[src/hdl/store_issue_pkg.sv]
package store_issue_pkg;

  // a 128-byte line split into 32-bit banks
  parameter int bank_count = 32;

  // bits 6..2 select the bank, bits 1..0 the byte in it
  typedef logic [6:0] line_off_t;

  typedef logic [4:0] bank_idx_t;

  typedef logic [bank_count-1:0] bank_mask_t;

  // byte enables inside one bank
  typedef logic [3:0] ben_t;

  // up to 16 bytes of raw store data
  typedef logic [127:0] store_data_t;

  // one spare bank on top for the spill after alignment
  typedef logic [159:0] wide_data_t;

  // byte count is 1 << code, codes 5..7 are illegal
  typedef enum logic [2:0] {
    size_1  = 3'd0,
    size_2  = 3'd1,
    size_4  = 3'd2,
    size_8  = 3'd3,
    size_16 = 3'd4
  } size_e;

  typedef enum logic {
    lane_empty = 1'b0,
    lane_held  = 1'b1
  } lane_state_e;

endpackage

[src/hdl/store_issue_top.sv]
`timescale 1ns/1ps

module store_issue_top (
  input  logic                       clk,
  input  logic                       rst_n,
  input  logic                       st_stall,
  input  logic                       req0_valid,
  output logic                       req0_ready,
  input  store_issue_pkg::line_off_t   req0_addr,
  input  store_issue_pkg::size_e       req0_size,
  input  store_issue_pkg::store_data_t req0_data,
  input  logic                       req1_valid,
  output logic                       req1_ready,
  input  store_issue_pkg::line_off_t   req1_addr,
  input  store_issue_pkg::size_e       req1_size,
  input  store_issue_pkg::store_data_t req1_data,
  output logic                       st0_en,
  output store_issue_pkg::line_off_t   st0_addr,
  output store_issue_pkg::size_e       st0_size,
  output store_issue_pkg::bank_idx_t   st0_bgn_bank,
  output store_issue_pkg::bank_idx_t   st0_end_bank,
  output store_issue_pkg::ben_t        st0_bgn_ben,
  output store_issue_pkg::ben_t        st0_end_ben,
  output store_issue_pkg::wide_data_t  st0_data,
  output logic                       st1_en,
  output store_issue_pkg::line_off_t   st1_addr,
  output store_issue_pkg::size_e       st1_size,
  output store_issue_pkg::bank_idx_t   st1_bgn_bank,
  output store_issue_pkg::bank_idx_t   st1_end_bank,
  output store_issue_pkg::ben_t        st1_bgn_ben,
  output store_issue_pkg::ben_t        st1_end_ben,
  output store_issue_pkg::wide_data_t  st1_data
);

  import store_issue_pkg::*;

  logic       has0, has1;
  logic       issue0, issue1;
  bank_mask_t bank_mask0, bank_mask1;
  bank_idx_t  bgn_bank0, bgn_bank1;
  bank_idx_t  end_bank0, end_bank1;
  ben_t       bgn_ben0, bgn_ben1;
  ben_t       end_ben0, end_ben1;
  line_off_t  addr0, addr1;
  size_e      size0, size1;
  wide_data_t data0, data1;

  // lane 0 holds the older store
  store_lane lane0 (
    .clk(clk), .rst_n(rst_n),
    .req_valid(req0_valid), .req_addr(req0_addr), .req_size(req0_size),
    .req_data(req0_data), .issue(issue0), .req_ready(req0_ready),
    .has(has0), .bank_mask(bank_mask0), .bgn_bank(bgn_bank0), .end_bank(end_bank0),
    .bgn_ben(bgn_ben0), .end_ben(end_ben0), .addr(addr0), .size(size0), .data(data0)
  );

  store_lane lane1 (
    .clk(clk), .rst_n(rst_n),
    .req_valid(req1_valid), .req_addr(req1_addr), .req_size(req1_size),
    .req_data(req1_data), .issue(issue1), .req_ready(req1_ready),
    .has(has1), .bank_mask(bank_mask1), .bgn_bank(bgn_bank1), .end_bank(end_bank1),
    .bgn_ben(bgn_ben1), .end_ben(end_ben1), .addr(addr1), .size(size1), .data(data1)
  );

  store_pair_arbiter arb (
    .clk(clk), .rst_n(rst_n), .st_stall(st_stall),
    .has0(has0), .has1(has1), .bank_mask0(bank_mask0), .bank_mask1(bank_mask1),
    .bgn_bank0(bgn_bank0), .bgn_bank1(bgn_bank1),
    .end_bank0(end_bank0), .end_bank1(end_bank1),
    .bgn_ben0(bgn_ben0), .bgn_ben1(bgn_ben1), .end_ben0(end_ben0), .end_ben1(end_ben1),
    .addr0(addr0), .addr1(addr1), .size0(size0), .size1(size1),
    .data0(data0), .data1(data1), .issue0(issue0), .issue1(issue1),
    .st0_en(st0_en), .st0_addr(st0_addr), .st0_size(st0_size),
    .st0_bgn_bank(st0_bgn_bank), .st0_end_bank(st0_end_bank),
    .st0_bgn_ben(st0_bgn_ben), .st0_end_ben(st0_end_ben), .st0_data(st0_data),
    .st1_en(st1_en), .st1_addr(st1_addr), .st1_size(st1_size),
    .st1_bgn_bank(st1_bgn_bank), .st1_end_bank(st1_end_bank),
    .st1_bgn_ben(st1_bgn_ben), .st1_end_ben(st1_end_ben), .st1_data(st1_data)
  );

endmodule

[src/hdl/store_lane.sv]
`timescale 1ns/1ps

module store_lane (
  input  logic                       clk,
  input  logic                       rst_n,
  input  logic                       req_valid,
  input  store_issue_pkg::line_off_t   req_addr,
  input  store_issue_pkg::size_e       req_size,
  input  store_issue_pkg::store_data_t req_data,
  input  logic                       issue,
  output logic                       req_ready,
  output logic                       has,
  output store_issue_pkg::bank_mask_t  bank_mask,
  output store_issue_pkg::bank_idx_t   bgn_bank,
  output store_issue_pkg::bank_idx_t   end_bank,
  output store_issue_pkg::ben_t        bgn_ben,
  output store_issue_pkg::ben_t        end_ben,
  output store_issue_pkg::line_off_t   addr,
  output store_issue_pkg::size_e       size,
  output store_issue_pkg::wide_data_t  data
);

  import store_issue_pkg::*;

  lane_state_e state_q;
  logic        armed_q;
  line_off_t   addr_q;
  size_e       size_q;
  store_data_t data_q;
  logic        accept;
  line_off_t   last_off;
  bank_idx_t   span_banks;
  logic        one_bank;

  // bytes from lo up to hi inside one bank
  function automatic ben_t ben_range(input logic [1:0] lo, input logic [1:0] hi);
    ben_t from_lo;
    ben_t to_hi;
    from_lo = 4'hf << lo;
    to_hi   = 4'hf >> (2'd3 - hi);
    return from_lo & to_hi;
  endfunction

  // held store can be replaced on the edge it leaves
  assign req_ready = armed_q && ((state_q == lane_empty) || issue);
  assign accept    = req_valid && req_ready;

  always_ff @(posedge clk or negedge rst_n) begin
    if (!rst_n) begin
      state_q <= lane_empty;
      armed_q <= 1'b0;
    end else begin
      armed_q <= 1'b1;
      if (accept) begin
        state_q <= lane_held;
      end else if (issue) begin
        state_q <= lane_empty;
      end
    end
  end

  always_ff @(posedge clk) begin
    if (accept) begin
      addr_q <= req_addr;
      size_q <= req_size;
      data_q <= req_data;
    end
  end

  assign has  = (state_q == lane_held);
  assign addr = addr_q;
  assign size = size_q;

  // last byte touched, wraps at the end of the line
  assign last_off   = addr_q + ((7'd1 << size_q) - 7'd1);
  assign bgn_bank   = addr_q[6:2];
  assign end_bank   = last_off[6:2];
  assign span_banks = end_bank - bgn_bank;
  assign one_bank   = (span_banks == '0);

  always_comb begin
    if (one_bank) begin
      bgn_ben = ben_range(addr_q[1:0], last_off[1:0]);
      end_ben = bgn_ben;
    end else begin
      bgn_ben = ben_range(addr_q[1:0], 2'd3);
      end_ben = ben_range(2'd0, last_off[1:0]);
    end
  end

  // every bank from bgn_bank through end_bank, past bank 31 included
  always_comb begin
    bank_idx_t rel;
    for (int i = 0; i < bank_count; i++) begin
      rel          = bank_idx_t'(i) - bgn_bank;
      bank_mask[i] = (rel <= span_banks);
    end
  end

  // byte lanes line up with the bank byte offset
  assign data = wide_data_t'(data_q) << {addr_q[1:0], 3'b000};

  held_size_legal: assert property (
    @(posedge clk) disable iff (!rst_n)
    (state_q == lane_held) |-> (size_q <= size_16)
  ) else $error("store_lane holds an illegal size code");

  ready_kept_when_empty: assert property (
    @(posedge clk) disable iff (!rst_n)
    (state_q == lane_empty) |-> !$fell(req_ready)
  ) else $error("store_lane dropped ready while empty");

endmodule

[src/hdl/store_pair_arbiter.sv]
`timescale 1ns/1ps

module store_pair_arbiter (
  input  logic                      clk,
  input  logic                      rst_n,
  input  logic                      st_stall,
  input  logic                      has0,
  input  logic                      has1,
  input  store_issue_pkg::bank_mask_t bank_mask0,
  input  store_issue_pkg::bank_mask_t bank_mask1,
  input  store_issue_pkg::bank_idx_t  bgn_bank0,
  input  store_issue_pkg::bank_idx_t  bgn_bank1,
  input  store_issue_pkg::bank_idx_t  end_bank0,
  input  store_issue_pkg::bank_idx_t  end_bank1,
  input  store_issue_pkg::ben_t       bgn_ben0,
  input  store_issue_pkg::ben_t       bgn_ben1,
  input  store_issue_pkg::ben_t       end_ben0,
  input  store_issue_pkg::ben_t       end_ben1,
  input  store_issue_pkg::line_off_t  addr0,
  input  store_issue_pkg::line_off_t  addr1,
  input  store_issue_pkg::size_e      size0,
  input  store_issue_pkg::size_e      size1,
  input  store_issue_pkg::wide_data_t data0,
  input  store_issue_pkg::wide_data_t data1,
  output logic                      issue0,
  output logic                      issue1,
  output logic                      st0_en,
  output store_issue_pkg::line_off_t  st0_addr,
  output store_issue_pkg::size_e      st0_size,
  output store_issue_pkg::bank_idx_t  st0_bgn_bank,
  output store_issue_pkg::bank_idx_t  st0_end_bank,
  output store_issue_pkg::ben_t       st0_bgn_ben,
  output store_issue_pkg::ben_t       st0_end_ben,
  output store_issue_pkg::wide_data_t st0_data,
  output logic                      st1_en,
  output store_issue_pkg::line_off_t  st1_addr,
  output store_issue_pkg::size_e      st1_size,
  output store_issue_pkg::bank_idx_t  st1_bgn_bank,
  output store_issue_pkg::bank_idx_t  st1_end_bank,
  output store_issue_pkg::ben_t       st1_bgn_ben,
  output store_issue_pkg::ben_t       st1_end_ben,
  output store_issue_pkg::wide_data_t st1_data
);

  import store_issue_pkg::*;

  logic stall_q;

  // bank b lies in the wrapped range lo..hi
  function automatic logic in_range(input bank_idx_t b, input bank_idx_t lo,
                                    input bank_idx_t hi);
    bank_idx_t rel;
    bank_idx_t span;
    rel  = b - lo;
    span = hi - lo;
    return rel <= span;
  endfunction

  // younger store only rides along with lane 0
  assign issue0 = has0 && !stall_q;
  assign issue1 = issue0 && has1 && ((bank_mask0 & bank_mask1) == '0);

  always_ff @(posedge clk or negedge rst_n) begin
    if (!rst_n) begin
      stall_q <= 1'b0;
      st0_en  <= 1'b0;
      st1_en  <= 1'b0;
    end else begin
      stall_q <= st_stall;
      st0_en  <= issue0;
      st1_en  <= issue1;
    end
  end

  always_ff @(posedge clk) begin
    if (issue0) begin
      st0_addr     <= addr0;
      st0_size     <= size0;
      st0_bgn_bank <= bgn_bank0;
      st0_end_bank <= end_bank0;
      st0_bgn_ben  <= bgn_ben0;
      st0_end_ben  <= end_ben0;
      st0_data     <= data0;
    end
    if (issue1) begin
      st1_addr     <= addr1;
      st1_size     <= size1;
      st1_bgn_bank <= bgn_bank1;
      st1_end_bank <= end_bank1;
      st1_bgn_ben  <= bgn_ben1;
      st1_end_ben  <= end_ben1;
      st1_data     <= data1;
    end
  end

  st1_needs_st0: assert property (
    @(posedge clk) disable iff (!rst_n)
    st1_en |-> st0_en
  ) else $error("st1_en without st0_en");

  // ranges overlap only if one start lies inside the other range
  pair_banks_disjoint: assert property (
    @(posedge clk) disable iff (!rst_n)
    (st0_en && st1_en) |->
      !(in_range(st1_bgn_bank, st0_bgn_bank, st0_end_bank) ||
        in_range(st0_bgn_bank, st1_bgn_bank, st1_end_bank))
  ) else $error("issued store pair shares a bank");

endmodule

[config.mk]
export PLATFORM = sky130hd
export DESIGN_NAME = store_issue_top
export DESIGN_NICKNAME = d
export VERILOG_FILES = /design/src/hdl/store_issue_pkg.sv /design/src/hdl/store_issue_top.sv /design/src/hdl/store_lane.sv /design/src/hdl/store_pair_arbiter.sv
export SDC_FILE = /design/constraint.sdc
export NUM_CORES = 1
export LEC_CHECK = 0
export BUFFER_PORTS_ARGS = -buffer_cell sky130_fd_sc_hd__buf_2
export CORE_AREA = 8 8 248 250
export DETAILED_ROUTE_END_ITERATION = 7
export DIE_AREA = 0 0 256 258
export PLACE_DENSITY = 0.77
export SYNTH_ARGS = -nofsm -noshare
export SYNTH_HDL_FRONTEND = slang
export SYNTH_SLANG_ARGS = --single-unit
[constraint.sdc]
create_clock -name clk -period 49.3 [get_ports clk]
set_input_delay 2.465 -clock clk [delete_from_list [all_inputs] [get_ports clk]]
set_output_delay 2.465 -clock clk [all_outputs]
set_load 0.02 [all_outputs]
== Word-level counts from Yosys, hierarchy flattened ==
Index checks and enable logic that the tools add are counted.

* Register bits: 658
* Latch bits: 0
* Memory bits (writable): 0
* Bits in read-only memories: 0
* Input port bits: 281
* Output and inout port bits: 380
* Word-level logic and storage cells: 198
* Memories kept: 0

* $add $sub $neg: 72
* Multipliers: 0
* Divide/modulo/power cells: 0
* $lt $le $gt $ge: 64
* Equality and inequality tests: 0
* Shifts and indexed selects: 8
* Muxes and demuxes: 8
* Bitwise operators: 5
* Reductions and logical operators: 15

{| class="wikitable"
|+ Operators with widths
! kind !! count
|-
| $le A5 B5 Y1 || 64
|-
| $shl A128 B5 Y160 || 2
|-
| $sub A5 B5 Y5 const A || 32
|-
| $sub A4 B5 Y5 const A || 16
|-
| $sub A3 B5 Y5 const A || 8
|-
| $and A32 B32 Y32 || 1
|-
| $logic_not A32 Y1 || 1
|-
| $sub A1 B5 Y5 const A || 4
|-
| $sub A2 B5 Y5 const A || 4
|-
| $mux W4 || 4
|-
| $add A7 B7 Y7 || 2
|-
| $shl A1 B3 Y7 const A || 2
|-
| $sub A7 B1 Y7 const B || 2
|-
| $logic_not A5 Y1 || 2
|-
| $sub A5 B5 Y5 || 2
|-
| $and A4 B4 Y4 || 2
|-
| $shl A4 B2 Y4 const A || 2
|-
| $shr A4 B2 Y4 const A || 2
|-
| $logic_and A1 B1 Y1 || 7
|-
| $mux W1 || 4
|-
| $reduce_bool A2 Y1 || 2
|-
| $sub A2 B2 Y2 const A || 2
|-
| $logic_or A1 B1 Y1 || 2
|-
| $not A1 Y1 || 2
|-
| $logic_not A1 Y1 || 1
|}

== Longest topological paths before layout ==
Gate-level depths: netlist of the first run.

* Word-level depth: 12
* Depth in mapped cells: 24
* Depth with buffers taken out: 21

== Cells and area by module ==
Synthesis of the first run repeated with hierarchy kept, for this count alone.

* Cells, all modules: 1998
* Area total of the unflattened synthesis: 30884.6 sq um

{| class="wikitable"
|+ Modules (own cells, without submodules)
! module !! instances !! cells an instance !! area an instance (sq um) !! sequential area each (sq um)
|-
| store_pair_arbiter || 1 || 402 || 11556.1 || 11365.9
|-
| store_lane (lane1) || 1 || 814 || 9696.8 || 4194.0
|-
| store_lane (lane0) || 1 || 782 || 9631.7 || 4194.0
|}

== Least setup slack after synthesis of the first run ==
No wires, ideal clock.

* Path kind: register to register
* Start point: register arb.stall_q
* End point: register arb.st1_en
* Library setup time: 1.410 ns
* Arrival time: 22.726 ns
* Slack: 25.165 ns
* Stages on the path, launching flop included: 6
* Clock period less this slack: 24.135 ns
* Cell sequence: dfrtp_1 > nor2b_1 > o311ai_0 > nor3_1 > nand4_2 > nor3b_1

* Word-level cells in the longest chain between the ends: 4

{| class="wikitable"
|+ Ends and longest elaborated chain
! item !! line !! source
|-
| from (decl) || store_pair_arbiter.sv:47 || <nowiki>logic stall_q;</nowiki>
|-
| from (signal assigned) || store_pair_arbiter.sv:69 || <nowiki>stall_q <= st_stall;</nowiki>
|-
| $logic_not A1 Y1 || store_pair_arbiter.sv:60 || <nowiki>assign issue0 = has0 && !stall_q;</nowiki>
|-
| $logic_and A1 B1 Y1 || store_pair_arbiter.sv:60 ||
|-
| named net arb.issue0 || store_pair_arbiter.sv:25 || <nowiki>output logic issue0,</nowiki>
|-
| $logic_and A1 B1 Y1 (2 in series) || store_pair_arbiter.sv:61 || <nowiki>assign issue1 = issue0 && has1 && ((bank_mask0 & bank_mask1) == '0);</nowiki>
|-
| named net arb.issue1 || store_pair_arbiter.sv:26 || <nowiki>output logic issue1,</nowiki>
|-
| to (signal assigned) || store_pair_arbiter.sv:71 || <nowiki>st1_en <= issue1;</nowiki>
|-
| to (decl) || store_pair_arbiter.sv:35 || <nowiki>output logic st1_en,</nowiki>
|}

The timed path passes the listed nets, and every way through them passes these cells.
A chain may end at the register's enable or synchronous reset.

== Worst setup path after layout of the first run ==
* Start point: register lane0.addr_q[1] (netlist: lane0.addr[1])
* End point: output req1_ready

* Word-level cells in the longest chain between the ends: 8
* Elaborated cells between the ends (all ways): 39
* Classes of those cells: add/sub (2); order compare (32); bitwise (1); reduce/logical (4)

{| class="wikitable"
|+ Ends and longest elaborated chain
! item !! line !! source
|-
| from (decl) || store_lane.sv:27 || <nowiki>line_off_t addr_q;</nowiki>
|-
| from (signal assigned) || store_lane.sv:64 || <nowiki>addr_q <= req_addr;</nowiki>
|-
| $add A7 B7 Y7 (*) || store_lane.sv:75 || <nowiki>assign last_off = addr_q + ((7'd1 << size_q) - 7'd1);</nowiki>
|-
| named net arb.end_bank0[1] || store_pair_arbiter.sv:13 || <nowiki>input store_issue_pkg::bank_idx_t end_bank0,</nowiki>
|-
| $sub A5 B5 Y5 (*) || store_lane.sv:78 || <nowiki>assign span_banks = end_bank - bgn_bank;</nowiki>
|-
| $le A5 B5 Y1 || store_lane.sv:96 || <nowiki>bank_mask[i] = (rel <= span_banks);</nowiki>
|-
| $and A32 B32 Y32 (*) || store_pair_arbiter.sv:61 ||
|-
| $logic_not A32 Y1 (*) || store_pair_arbiter.sv:61 ||
|-
| $logic_and A1 B1 Y1 (*) || store_pair_arbiter.sv:61 ||
|-
| $logic_or A1 B1 Y1 (*) || store_lane.sv:45 || <nowiki>assign req_ready = armed_q && ((state_q == lane_empty) || issue);</nowiki>
|-
| $logic_and A1 B1 Y1 (*) || store_lane.sv:45 ||
|-
| to (decl) || store_issue_top.sv:13 || <nowiki>output logic req1_ready,</nowiki>
|}

Mark *: on every way through the listed nets, which the timed path passes. The rest lies on a longest branch.

==> key figures, run 1 <==
Status
  – Result of the run: complete, no violations

Clock tree
  – CTS tree: done
  – Clock buffer count from CTS: 67
  – Clock-pin slew on the worst setup and hold paths: 0.06 ns
  – Number of clock sinks seen by CTS: 632
  – H-tree level count: 3
  – Clock latency reported for the late side of the worst-skew pair: slightly above 0.6 ns
  – CTS Buffer Depth: 3
  – Post-cts resize count: 0
  – Post-CTS setup buffers: 0
  – Number of buffers inserted for hold repair after clock tree synthesis: 0
  – Clock tree root buffer cell: sky130_fd_sc_hd__clkbuf_16

Final layout
  – Cell area after layout: about 36000 um2
  – Area Growth Syn to Fin: 20.9%
  – Post-layout nets: slightly below 3000
  – Share of layout cells above drive strength 1: 0.357

Synthesis
  – Mapped cell area: 29800 um2
  – Synth unique cells: 60
  – Total of flip-flops plus latches after synthesis: 632
  – Portion of netlist area occupied by mux cells: 0.130
  – Async set-reset flop share out of synthesis: 0.00949
  – Number of enable-type register cells in the synthesized netlist: 626
  – Xor/xnor share of the synthesized area: 0.0250
  – Compound-cell area share of the yosys netlist: 0.0754
  – Most used flip-flop cell after synthesis: sky130_fd_sc_hd__edfxtp_1
  – Gate Count Post-Synth: 1911
  – Sequential share of the synthesized area: 0.636
  – Yosys warning total: 0
  – Main combinational cell family by area after synthesis: multiplexers
  – Per-instance average area after synthesis: 15.6 um2
  – Post-synthesis adder-cell area fraction: 0.0521
  – Simple logic cell fraction of the synthesized area: 0.0517

Hold path
  – Tightest Hold Check Type: reg2reg

Timing
  – Endpoints failing hold: 0
  – Clock Skew: roughly 0.025 ns
  – Final setup fails: 0
  – Final Critical Period: between 9 and 10 ns
  – Slew at the pin closest to its max-slew limit: 1.14 ns
  – Ratio of final minimum period to clock period: 0.202
  – Setup TNS: 0 ns
  – Maximum clock rate: 101 MHz
  – Total count of max-transition violations in the final report: 0
  – Normalized max-slew margin: 0.243
  – Setup repair after global routing missed its margin: false

Detailed routing
  – Residual DRC count: 0
  – Iteration-0 DRC Markers: roughly 1900
  – Vias per Instance: approximately 6
  – Pre-Repair DR Iteration Count: 6
  – WL final: 92.3 mm
  – Routed via count: 20049
  – Post-detailed-route count of antenna-violating nets: 0
  – Wirelength per Cell: 27.3 um

Pwr
  – Net Sw Power: between 300 and 400 uW
  – Internal portion of total power: 963 uW
  – Combinational group share of total power: 0.115
  – Switch share: 0.246
  – Pwr per Cell Area: 35.5 nW/um2
  – Part of the power in registers: 0.481
  – Clock share of power: 0.405
  – Leakage power figure: ~14 nW
  – Worst vdd ir: 0.0000362 V

Place
  – Final HPWL from detailed placement: 68.1 mm
  – Routability Congestion: about 0.93
  – Area after DPL: 33700 um2
  – Number of buffers added on ports: 644

Worst setup path
  – Setup crit end kind: output pin
  – Highest net fanout along the worst path: 37
  – Endpoint arrival time on the critical path: 7.47 ns
  – Nature of the critical path startpoint: flip-flop
  – Required time of the worst setup path: 46.83 ns
  – WS Path Type: reg2out

Global route
  – Total congestion overflow after global routing: 0
  – Overall track demand over capacity in global routing: 0.268
  – Number of antenna violations at the first check in global routing: 31
  – First-pass GRT wire length: 133 mm
  – Largest net degree at the start of global routing: between 150 and 200
  – Number of global-route vias before repair: 20538

Floorplanning
  – I/O pins: 661
  – Core region area: roughly 57000 um2
  – Die footprint: 66000 um2
  – Standard-cell row count: 88
  – Chip height: approximately 260 um
  – Chip Width: 256 um
  – Starting density of the core: 0.520

Job
  – Max-cap violations: 0
==> through the flow <==
| stage | setup slack [ns] | hold slack [ns] | util | power (mW) | cells |
|---|---|---|---|---|---|
| 6_report | 39.36 | 0.517 | 0.628 | 1.28 | 3382 |
| 5_1_grt | 38.97 | 0.546 | 0.628 | 1.32 | 3374 |
| 4_1_cts | 39.35 | 0.523 | 0.627 | 1.28 | 3359 |
| 3_5_place_dp | 40.04 | 0.509 | 0.588 | 0.770 | 3236 |
| 3_3_place_gp | 40.21 | 0.487 | 0.588 | 0.764 | 3236 |
| 2_1_floorplan | 25.16 | 0.421 | - | 0.723 | 1926 |
==> logic make-up (layout without fill, tap and decap cells) <==
kind of cell	Yosys count	after routing
other	2	40
multiplexers	208	208
flip-flops	632	632
AO/OA/AOI/OAI	364	364
AND/OR/NAND/NOR	296	296
buffers and inverters	206	874
adder cells (fa/ha/maj)	123	123
XOR/XNOR	80	80
==> routing by layer <==
layer	track usage	routed length [um]
met4	0.139	4630
met1	0.310	32800
met2	0.450	46100
met5	0	111
met3	0.0817	8620
==> power by group through the flow <==
stage	Combinational, mW	Clock [mW]	Sequential, mW
finish	0.147	0.517	0.614
global route	0.162	0.540	0.615
CTS	0.146	0.524	0.614
detailed placement	0.145	0	0.625
global placement	0.140	0	0.625
floorplan	0.0888	0	0.634
==> critical path, cell delays in order (launching register included) <==
cell                        delay (ns)
sky130_fd_sc_hd__edfxtp_1         0.62
sky130_fd_sc_hd__clkinv_1         0.52
sky130_fd_sc_hd__buf_4            0.42
sky130_fd_sc_hd__ha_1             0.34
sky130_fd_sc_hd__inv_1            0.06
sky130_fd_sc_hd__ha_1             0.17
sky130_fd_sc_hd__inv_1            0.06
sky130_fd_sc_hd__fa_1             0.41
sky130_fd_sc_hd__xnor2_1          0.31
sky130_fd_sc_hd__inv_1            0.10
sky130_fd_sc_hd__fa_1             0.45
sky130_fd_sc_hd__xor2_1           0.80
sky130_fd_sc_hd__ha_1             0.40
sky130_fd_sc_hd__nand3_1          0.08
sky130_fd_sc_hd__o21ai_0          0.15
sky130_fd_sc_hd__maj3_1           0.39
sky130_fd_sc_hd__maj3_2           0.34
sky130_fd_sc_hd__a2111oi_4        0.42
sky130_fd_sc_hd__nand4_2          0.25
sky130_fd_sc_hd__o32ai_1          0.33
sky130_fd_sc_hd__buf_2            0.25
==> sequential cells by signal, indices dropped and copies added, names as in the netlist, 5 cells and up <==
signal and flops:
arb.st0_data 152, arb.st1_end_bank 5, arb.st0_bgn_bank 5, arb.st0_end_bank 5, arb.st1_bgn_bank 5, lane1.addr 7, lane1.data_q 128, arb.st1_data 152
lane0.addr 7, lane0.data_q 128
==> worst paths after layout <==
kind	cells past startpoint	start	slack, ns	to
setup / recovery	20	lane0.addr[1]	39.36	req1_ready
hold / removal	1	lane0.has	0.52	lane0.has
setup reg to reg	21	lane0.addr[1]	40.78	lane1.data_q[15]
hold reg to reg	1	lane0.has	0.52	lane0.has
max in group asynchronous	1	rst_n	47.34	arb.st1_en
min in group asynchronous	1	rst_n	1.72	lane1.armed_q
==> layout make-up <==
type                    instances  area (um2)
diodes                         23        57.6
clock buffers                  82        1800
clock inverters                41         460
fillers                      4132       21300
inverters                      86         323
multi-input cells            1088       10100
flip-flops and latches        632       18900
well taps                     765         957
repair buffers                665        3420
==> synth_stat cells, types with 6 or more instances <==
cell type	instances	area, um2
sky130_fd_sc_hd__o22ai_1	17	106
sky130_fd_sc_hd__a21boi_0	15	113
sky130_fd_sc_hd__xor2_1	22	193
sky130_fd_sc_hd__nor2b_1	83	519
sky130_fd_sc_hd__clkbuf_1	60	225
sky130_fd_sc_hd__mux2i_1	64	641
sky130_fd_sc_hd__buf_4	27	203
sky130_fd_sc_hd__xnor2_1	54	473
sky130_fd_sc_hd__nor2_1	56	210
sky130_fd_sc_hd__maj3_1	6	60.1
sky130_fd_sc_hd__inv_1	84	315
sky130_fd_sc_hd__nand4_1	9	56.3
sky130_fd_sc_hd__ha_1	112	1400
sky130_fd_sc_hd__and3_1	18	113
sky130_fd_sc_hd__a211oi_1	82	616
sky130_fd_sc_hd__and2_1	18	113
sky130_fd_sc_hd__edfxtp_1	626	18800
sky130_fd_sc_hd__buf_1	29	109
sky130_fd_sc_hd__a21oi_1	122	611
sky130_fd_sc_hd__nand3_1	14	70.1
sky130_fd_sc_hd__o21a_1	10	75.1
sky130_fd_sc_hd__o21ai_0	82	410
sky130_fd_sc_hd__nand2_1	71	267
sky130_fd_sc_hd__mux4_2	144	3240
sky130_fd_sc_hd__a21o_1	11	82.6
sky130_fd_sc_hd__dfrtp_1	6	150
sky130_fd_sc_hd__nand3b_1	6	45.0
==> cell usage in the layout (no fill, tap or decap), types with 15 or more instances in the layout <==
cell | Yosys | final
sky130_fd_sc_hd__clkbuf_16 | 0 | 69
sky130_fd_sc_hd__nor2b_1 | 83 | 82
sky130_fd_sc_hd__and2_1 | 18 | 17
sky130_fd_sc_hd__clkinv_1 | 0 | 15
sky130_fd_sc_hd__inv_1 | 84 | 83
sky130_fd_sc_hd__o21ai_0 | 82 | 82
sky130_fd_sc_hd__a211oi_1 | 82 | 82
sky130_fd_sc_hd__buf_2 | 4 | 644
sky130_fd_sc_hd__mux2i_1 | 64 | 64
sky130_fd_sc_hd__o22ai_1 | 17 | 16
sky130_fd_sc_hd__ha_1 | 112 | 112
sky130_fd_sc_hd__diode_2 | 0 | 23
sky130_fd_sc_hd__mux4_2 | 144 | 144
sky130_fd_sc_hd__a21boi_0 | 15 | 15
sky130_fd_sc_hd__buf_4 | 27 | 18
sky130_fd_sc_hd__and3_1 | 18 | 18
sky130_fd_sc_hd__conb_1 | 2 | 17
sky130_fd_sc_hd__edfxtp_1 | 626 | 626
sky130_fd_sc_hd__xnor2_1 | 54 | 54
sky130_fd_sc_hd__nand2_1 | 71 | 71
sky130_fd_sc_hd__a21oi_1 | 122 | 122
sky130_fd_sc_hd__nor2_1 | 56 | 56
sky130_fd_sc_hd__xor2_1 | 22 | 22
Power figures use the tool's default switching activity.
==> run 2, diff against run 1 <==
--- a/config.mk
+++ b/config.mk
@@ -5,10 +5,11 @@
 export SDC_FILE = /design/constraint.sdc
 export NUM_CORES = 1
 export LEC_CHECK = 0
+export ABC_AREA = 1
 export BUFFER_PORTS_ARGS = -buffer_cell sky130_fd_sc_hd__buf_2
-export CORE_AREA = 8 8 248 250
+export CORE_MARGIN = 8
+export CORE_UTILIZATION = 50
 export DETAILED_ROUTE_END_ITERATION = 7
-export DIE_AREA = 0 0 256 258
 export PLACE_DENSITY = 0.77
 export SYNTH_ARGS = -nofsm -noshare
 export SYNTH_HDL_FRONTEND = slang
==> constraint.sdc (replaced) <==
create_clock -name clk -period 8 [get_ports clk]
set_input_delay 0.4 -clock clk [delete_from_list [all_inputs] [get_ports clk]]
set_output_delay 0.4 -clock clk [all_outputs]
set_load 0.02 [all_outputs]
==> key figures, run 2 <==
Worst setup path
  – Endpoint arrival time on the critical path: 6.77 ns
  – Launching instance or port of the critical path: lane1.addr[1]
  – Required time of the worst setup path: 8.29 ns
  – Capturing point of the worst reg2reg path: lane1.data_q[60]
  – Cell family with the largest share of critical-path delay: adder cells
  – Largest stage delay on the critical path: ~0.63 ns
  – Most frequent CP cell: sky130_fd_sc_hd__inv_1
  – Highest net fanout along the worst path: 64
  – Cell at the slowest stage of the critical path: sky130_fd_sc_hd__nor2_4
  – Buf/Inv on CP: 8
  – Worst flop-to-flop path startpoint: lane1.addr[1]
  – Setup crit end kind: flip-flop
  – R2R Setup Slk: about 1.5 ns
  – Reg2reg path depth: 29
  – Logic depth of the worst setup path including buffers: 29
  – Capture point of the worst path: lane1.data_q[60]
  – WS Path Type: reg2reg
  – Nature of the critical path startpoint: flip-flop

Pwr
  – Pwr per Cell Area: 206 nW/um2
  – Worst vdd ir: 0.000214 V
  – Net Sw Power: 2.14 mW
  – Combinational group share of total power: 0.134
  – Internal portion of total power: around 6.0 mW
  – Leakage power figure: roughly 17 nW
  – Switch share: 0.265
  – Part of the power in registers: 0.466
  – Clock share of power: 0.400

Floorplanning
  – Chip height: around 260 um
  – Core region area: 60100 um2
  – Starting density of the core: 0.505
  – Die footprint: 68800 um2
  – Chip Width: 262 um
  – I/O pins: 661
  – Standard-cell row count: 90

Timing
  – Setup repair after global routing missed its margin: false
  – Ratio of final minimum period to clock period: 0.811
  – Clock Skew: 0.0532 ns
  – Endpoints failing hold: 0
  – Normalized max-slew margin: 0.246
  – Setup TNS: 0 ns
  – Total count of max-transition violations in the final report: 0
  – Final setup fails: 0
  – Maximum clock rate: between 150 and 200 MHz
  – Final Critical Period: 6.49 ns
  – Slew at the pin closest to its max-slew limit: 1.13 ns

Clock tree
  – Post-CTS setup buffers: 0
  – Clock tree root buffer cell: sky130_fd_sc_hd__clkbuf_16
  – Clock latency reported for the late side of the worst-skew pair: 0.63 ns
  – Number of clock sinks seen by CTS: 632
  – Clock-pin slew on the worst setup and hold paths: 0.06 ns
  – CTS Buffer Depth: 3
  – CTS tree: done
  – Clock buffer count from CTS: 69
  – H-tree level count: 3

Synthesis
  – Async set-reset flop share out of synthesis: 0.00949
  – Number of enable-type register cells in the synthesized netlist: 626
  – Sequential share of the synthesized area: 0.624
  – Total of flip-flops plus latches after synthesis: 632
  – Most common cell in the netlist: sky130_fd_sc_hd__edfxtp_1
  – Most used flip-flop cell after synthesis: sky130_fd_sc_hd__edfxtp_1
  – Leading post-synthesis cells by cell area: sky130_fd_sc_hd__edfxtp_1 (62%), sky130_fd_sc_hd__nand2_1 (7.4%), sky130_fd_sc_hd__mux2i_1 (5.8%), sky130_fd_sc_hd__o21ai_0 (5.7%), sky130_fd_sc_hd__ha_1 (4.6%)
  – Yosys warning total: 0
  – Synth unique cells: 40
  – Synth top cells by count: sky130_fd_sc_hd__edfxtp_1 (626), sky130_fd_sc_hd__nand2_1 (599), sky130_fd_sc_hd__o21ai_0 (343), sky130_fd_sc_hd__inv_1 (342), sky130_fd_sc_hd__mux2i_1 (176)
  – Gate Count Post-Synth: 2757
  – Post-synth top area share: 0.619
  – Mapped cell area: 30300 um2
  – Largest area contributor in the synthesized netlist: sky130_fd_sc_hd__edfxtp_1
  – Per-instance average area after synthesis: 11.0 um2

Final layout
  – Share of layout cells above drive strength 1: 0.217
  – Area Growth Syn to Fin: 29.6%
  – Post-layout nets: just over 4000
  – Commonest cells after routing, fill and taps aside: sky130_fd_sc_hd__buf_2 (644), sky130_fd_sc_hd__edfxtp_1 (626), sky130_fd_sc_hd__nand2_1 (599), sky130_fd_sc_hd__o21ai_0 (343), sky130_fd_sc_hd__inv_1 (339)
  – Leading cell type in the layout, fill and taps excluded: sky130_fd_sc_hd__buf_2
  – Cell area after layout: 39300 um2
  – Largest registers ranked by flip-flop count: arb.st0_data (152), arb.st1_data (152)
  – Fin cells: 4512

Place
  – Placed instance count: just over 4000
  – Area after DPL: 34300 um2
  – Routability Congestion: 0.909
  – Number of buffers added on ports: about 640
  – Final HPWL from detailed placement: 68.8 mm

Detailed routing
  – Pre-Repair DR Iteration Count: 7
  – Vias per Instance: 5.60
  – Iteration-0 DRC Markers: ~3100
  – WL final: between 100 and 150 mm
  – Routed via count: 25288
  – Post-detailed-route count of antenna-violating nets: 0
  – Wirelength per Cell: roughly 23 um
  – Residual DRC count: 0

Hold path
  – Number of instances on the worst hold path: 1
  – Tightest Hold Check Type: in2reg

Global route
  – Number of antenna violations at the first check in global routing: 18
  – First-pass GRT wire length: roughly 150 mm
  – Overall track demand over capacity in global routing: 0.291
  – Largest net degree at the start of global routing: 165
  – Total congestion overflow after global routing: 0
  – Number of global-route vias before repair: 25428

Status
  – Result of the run: complete, no violations

Job
  – Max-cap violations: 0
## run 2: changes by cell type after synthesis, moves of 43 or more
cell                       previous run  this run
sky130_fd_sc_hd__nor2b_1             83         0
sky130_fd_sc_hd__mux2i_1             64       176
sky130_fd_sc_hd__nand2_1             71       599
sky130_fd_sc_hd__mux4_2             144         0
sky130_fd_sc_hd__nand3_1             14       126
sky130_fd_sc_hd__a211oi_1            82         0
sky130_fd_sc_hd__inv_1               84       342
sky130_fd_sc_hd__nor2_1              56       135
sky130_fd_sc_hd__xnor2_1             54        11
sky130_fd_sc_hd__o21ai_0             82       343
sky130_fd_sc_hd__a21oi_1            122        43
## run 2: worst min path at each step
stage	slack, ns	from	endpoint
CTS	0.006	req1_addr[0]	lane1.addr[0]
global placement	0.25	rst_n	arb.st0_en
global route	0.01	req1_addr[0]	lane1.addr[0]
finish	0.05	req1_addr[0]	lane1.addr[0]
detailed placement	0.26	rst_n	arb.st0_en
floorplan	0.10	rst_n	arb.st0_en
## run 2: what timing repair did
item	4_1_cts	5_1_grt
resized for setup	0	0
hold buffers	274	0
hold endpoints to repair	279	0
## run 2: area by class of cell
cell class,instances,area [um2]
antenna,17,42.5
clock buffer,79,1760
clock inverter,45,515
fill,4242,20800
inverter,349,1330
multi-input combinational,1660,9490
sequential,632,18900
tap,782,978
timing repair buffer,948,6250
## run 2: metrics by stage
stage	worst slack, ns	power (mW)	utilization	hold WS [ns]
floorplan	0.522	4.49	-	0.104
global placement	1.70	4.74	0.570	0.254
detailed placement	1.55	4.77	0.570	0.258
CTS	1.52	8.03	0.653	0.00624
global route	0.954	8.33	0.654	0.0130
finish	1.51	8.09	0.654	0.0472
## run 2: cells by family after synthesis
kind of cell             Yosys count  share of synthesized area
AO/OA/AOI/OAI                    413                     0.0695
AND/OR/NAND/NOR                  894                      0.121
flip-flops                       632                      0.624
adder cells (fa/ha/maj)          116                     0.0488
multiplexers                     176                     0.0581
other                              2                   0.000247
XOR/XNOR                          44                     0.0127
buffers and inverters            480                     0.0655
## run 2: power by group through the flow
stage / clock [mW] / sequential (mW) / combinational (mW)
floorplan: 0 / 3.89 / 0.596
global placement: 0 / 3.83 / 0.912
detailed placement: 0 / 3.83 / 0.934
CTS: 3.21 / 3.76 / 1.05
global route: 3.37 / 3.77 / 1.19
finish: 3.24 / 3.77 / 1.09
## run 2: layer usage
metal  track usage  vias up  part of all wire
met3        0.0812      459              0.11
met2         0.489     1862              0.48
li1              -    11158                 -
met5             0        -           0.00039
met4         0.178        6             0.074
met1         0.328    11803              0.33
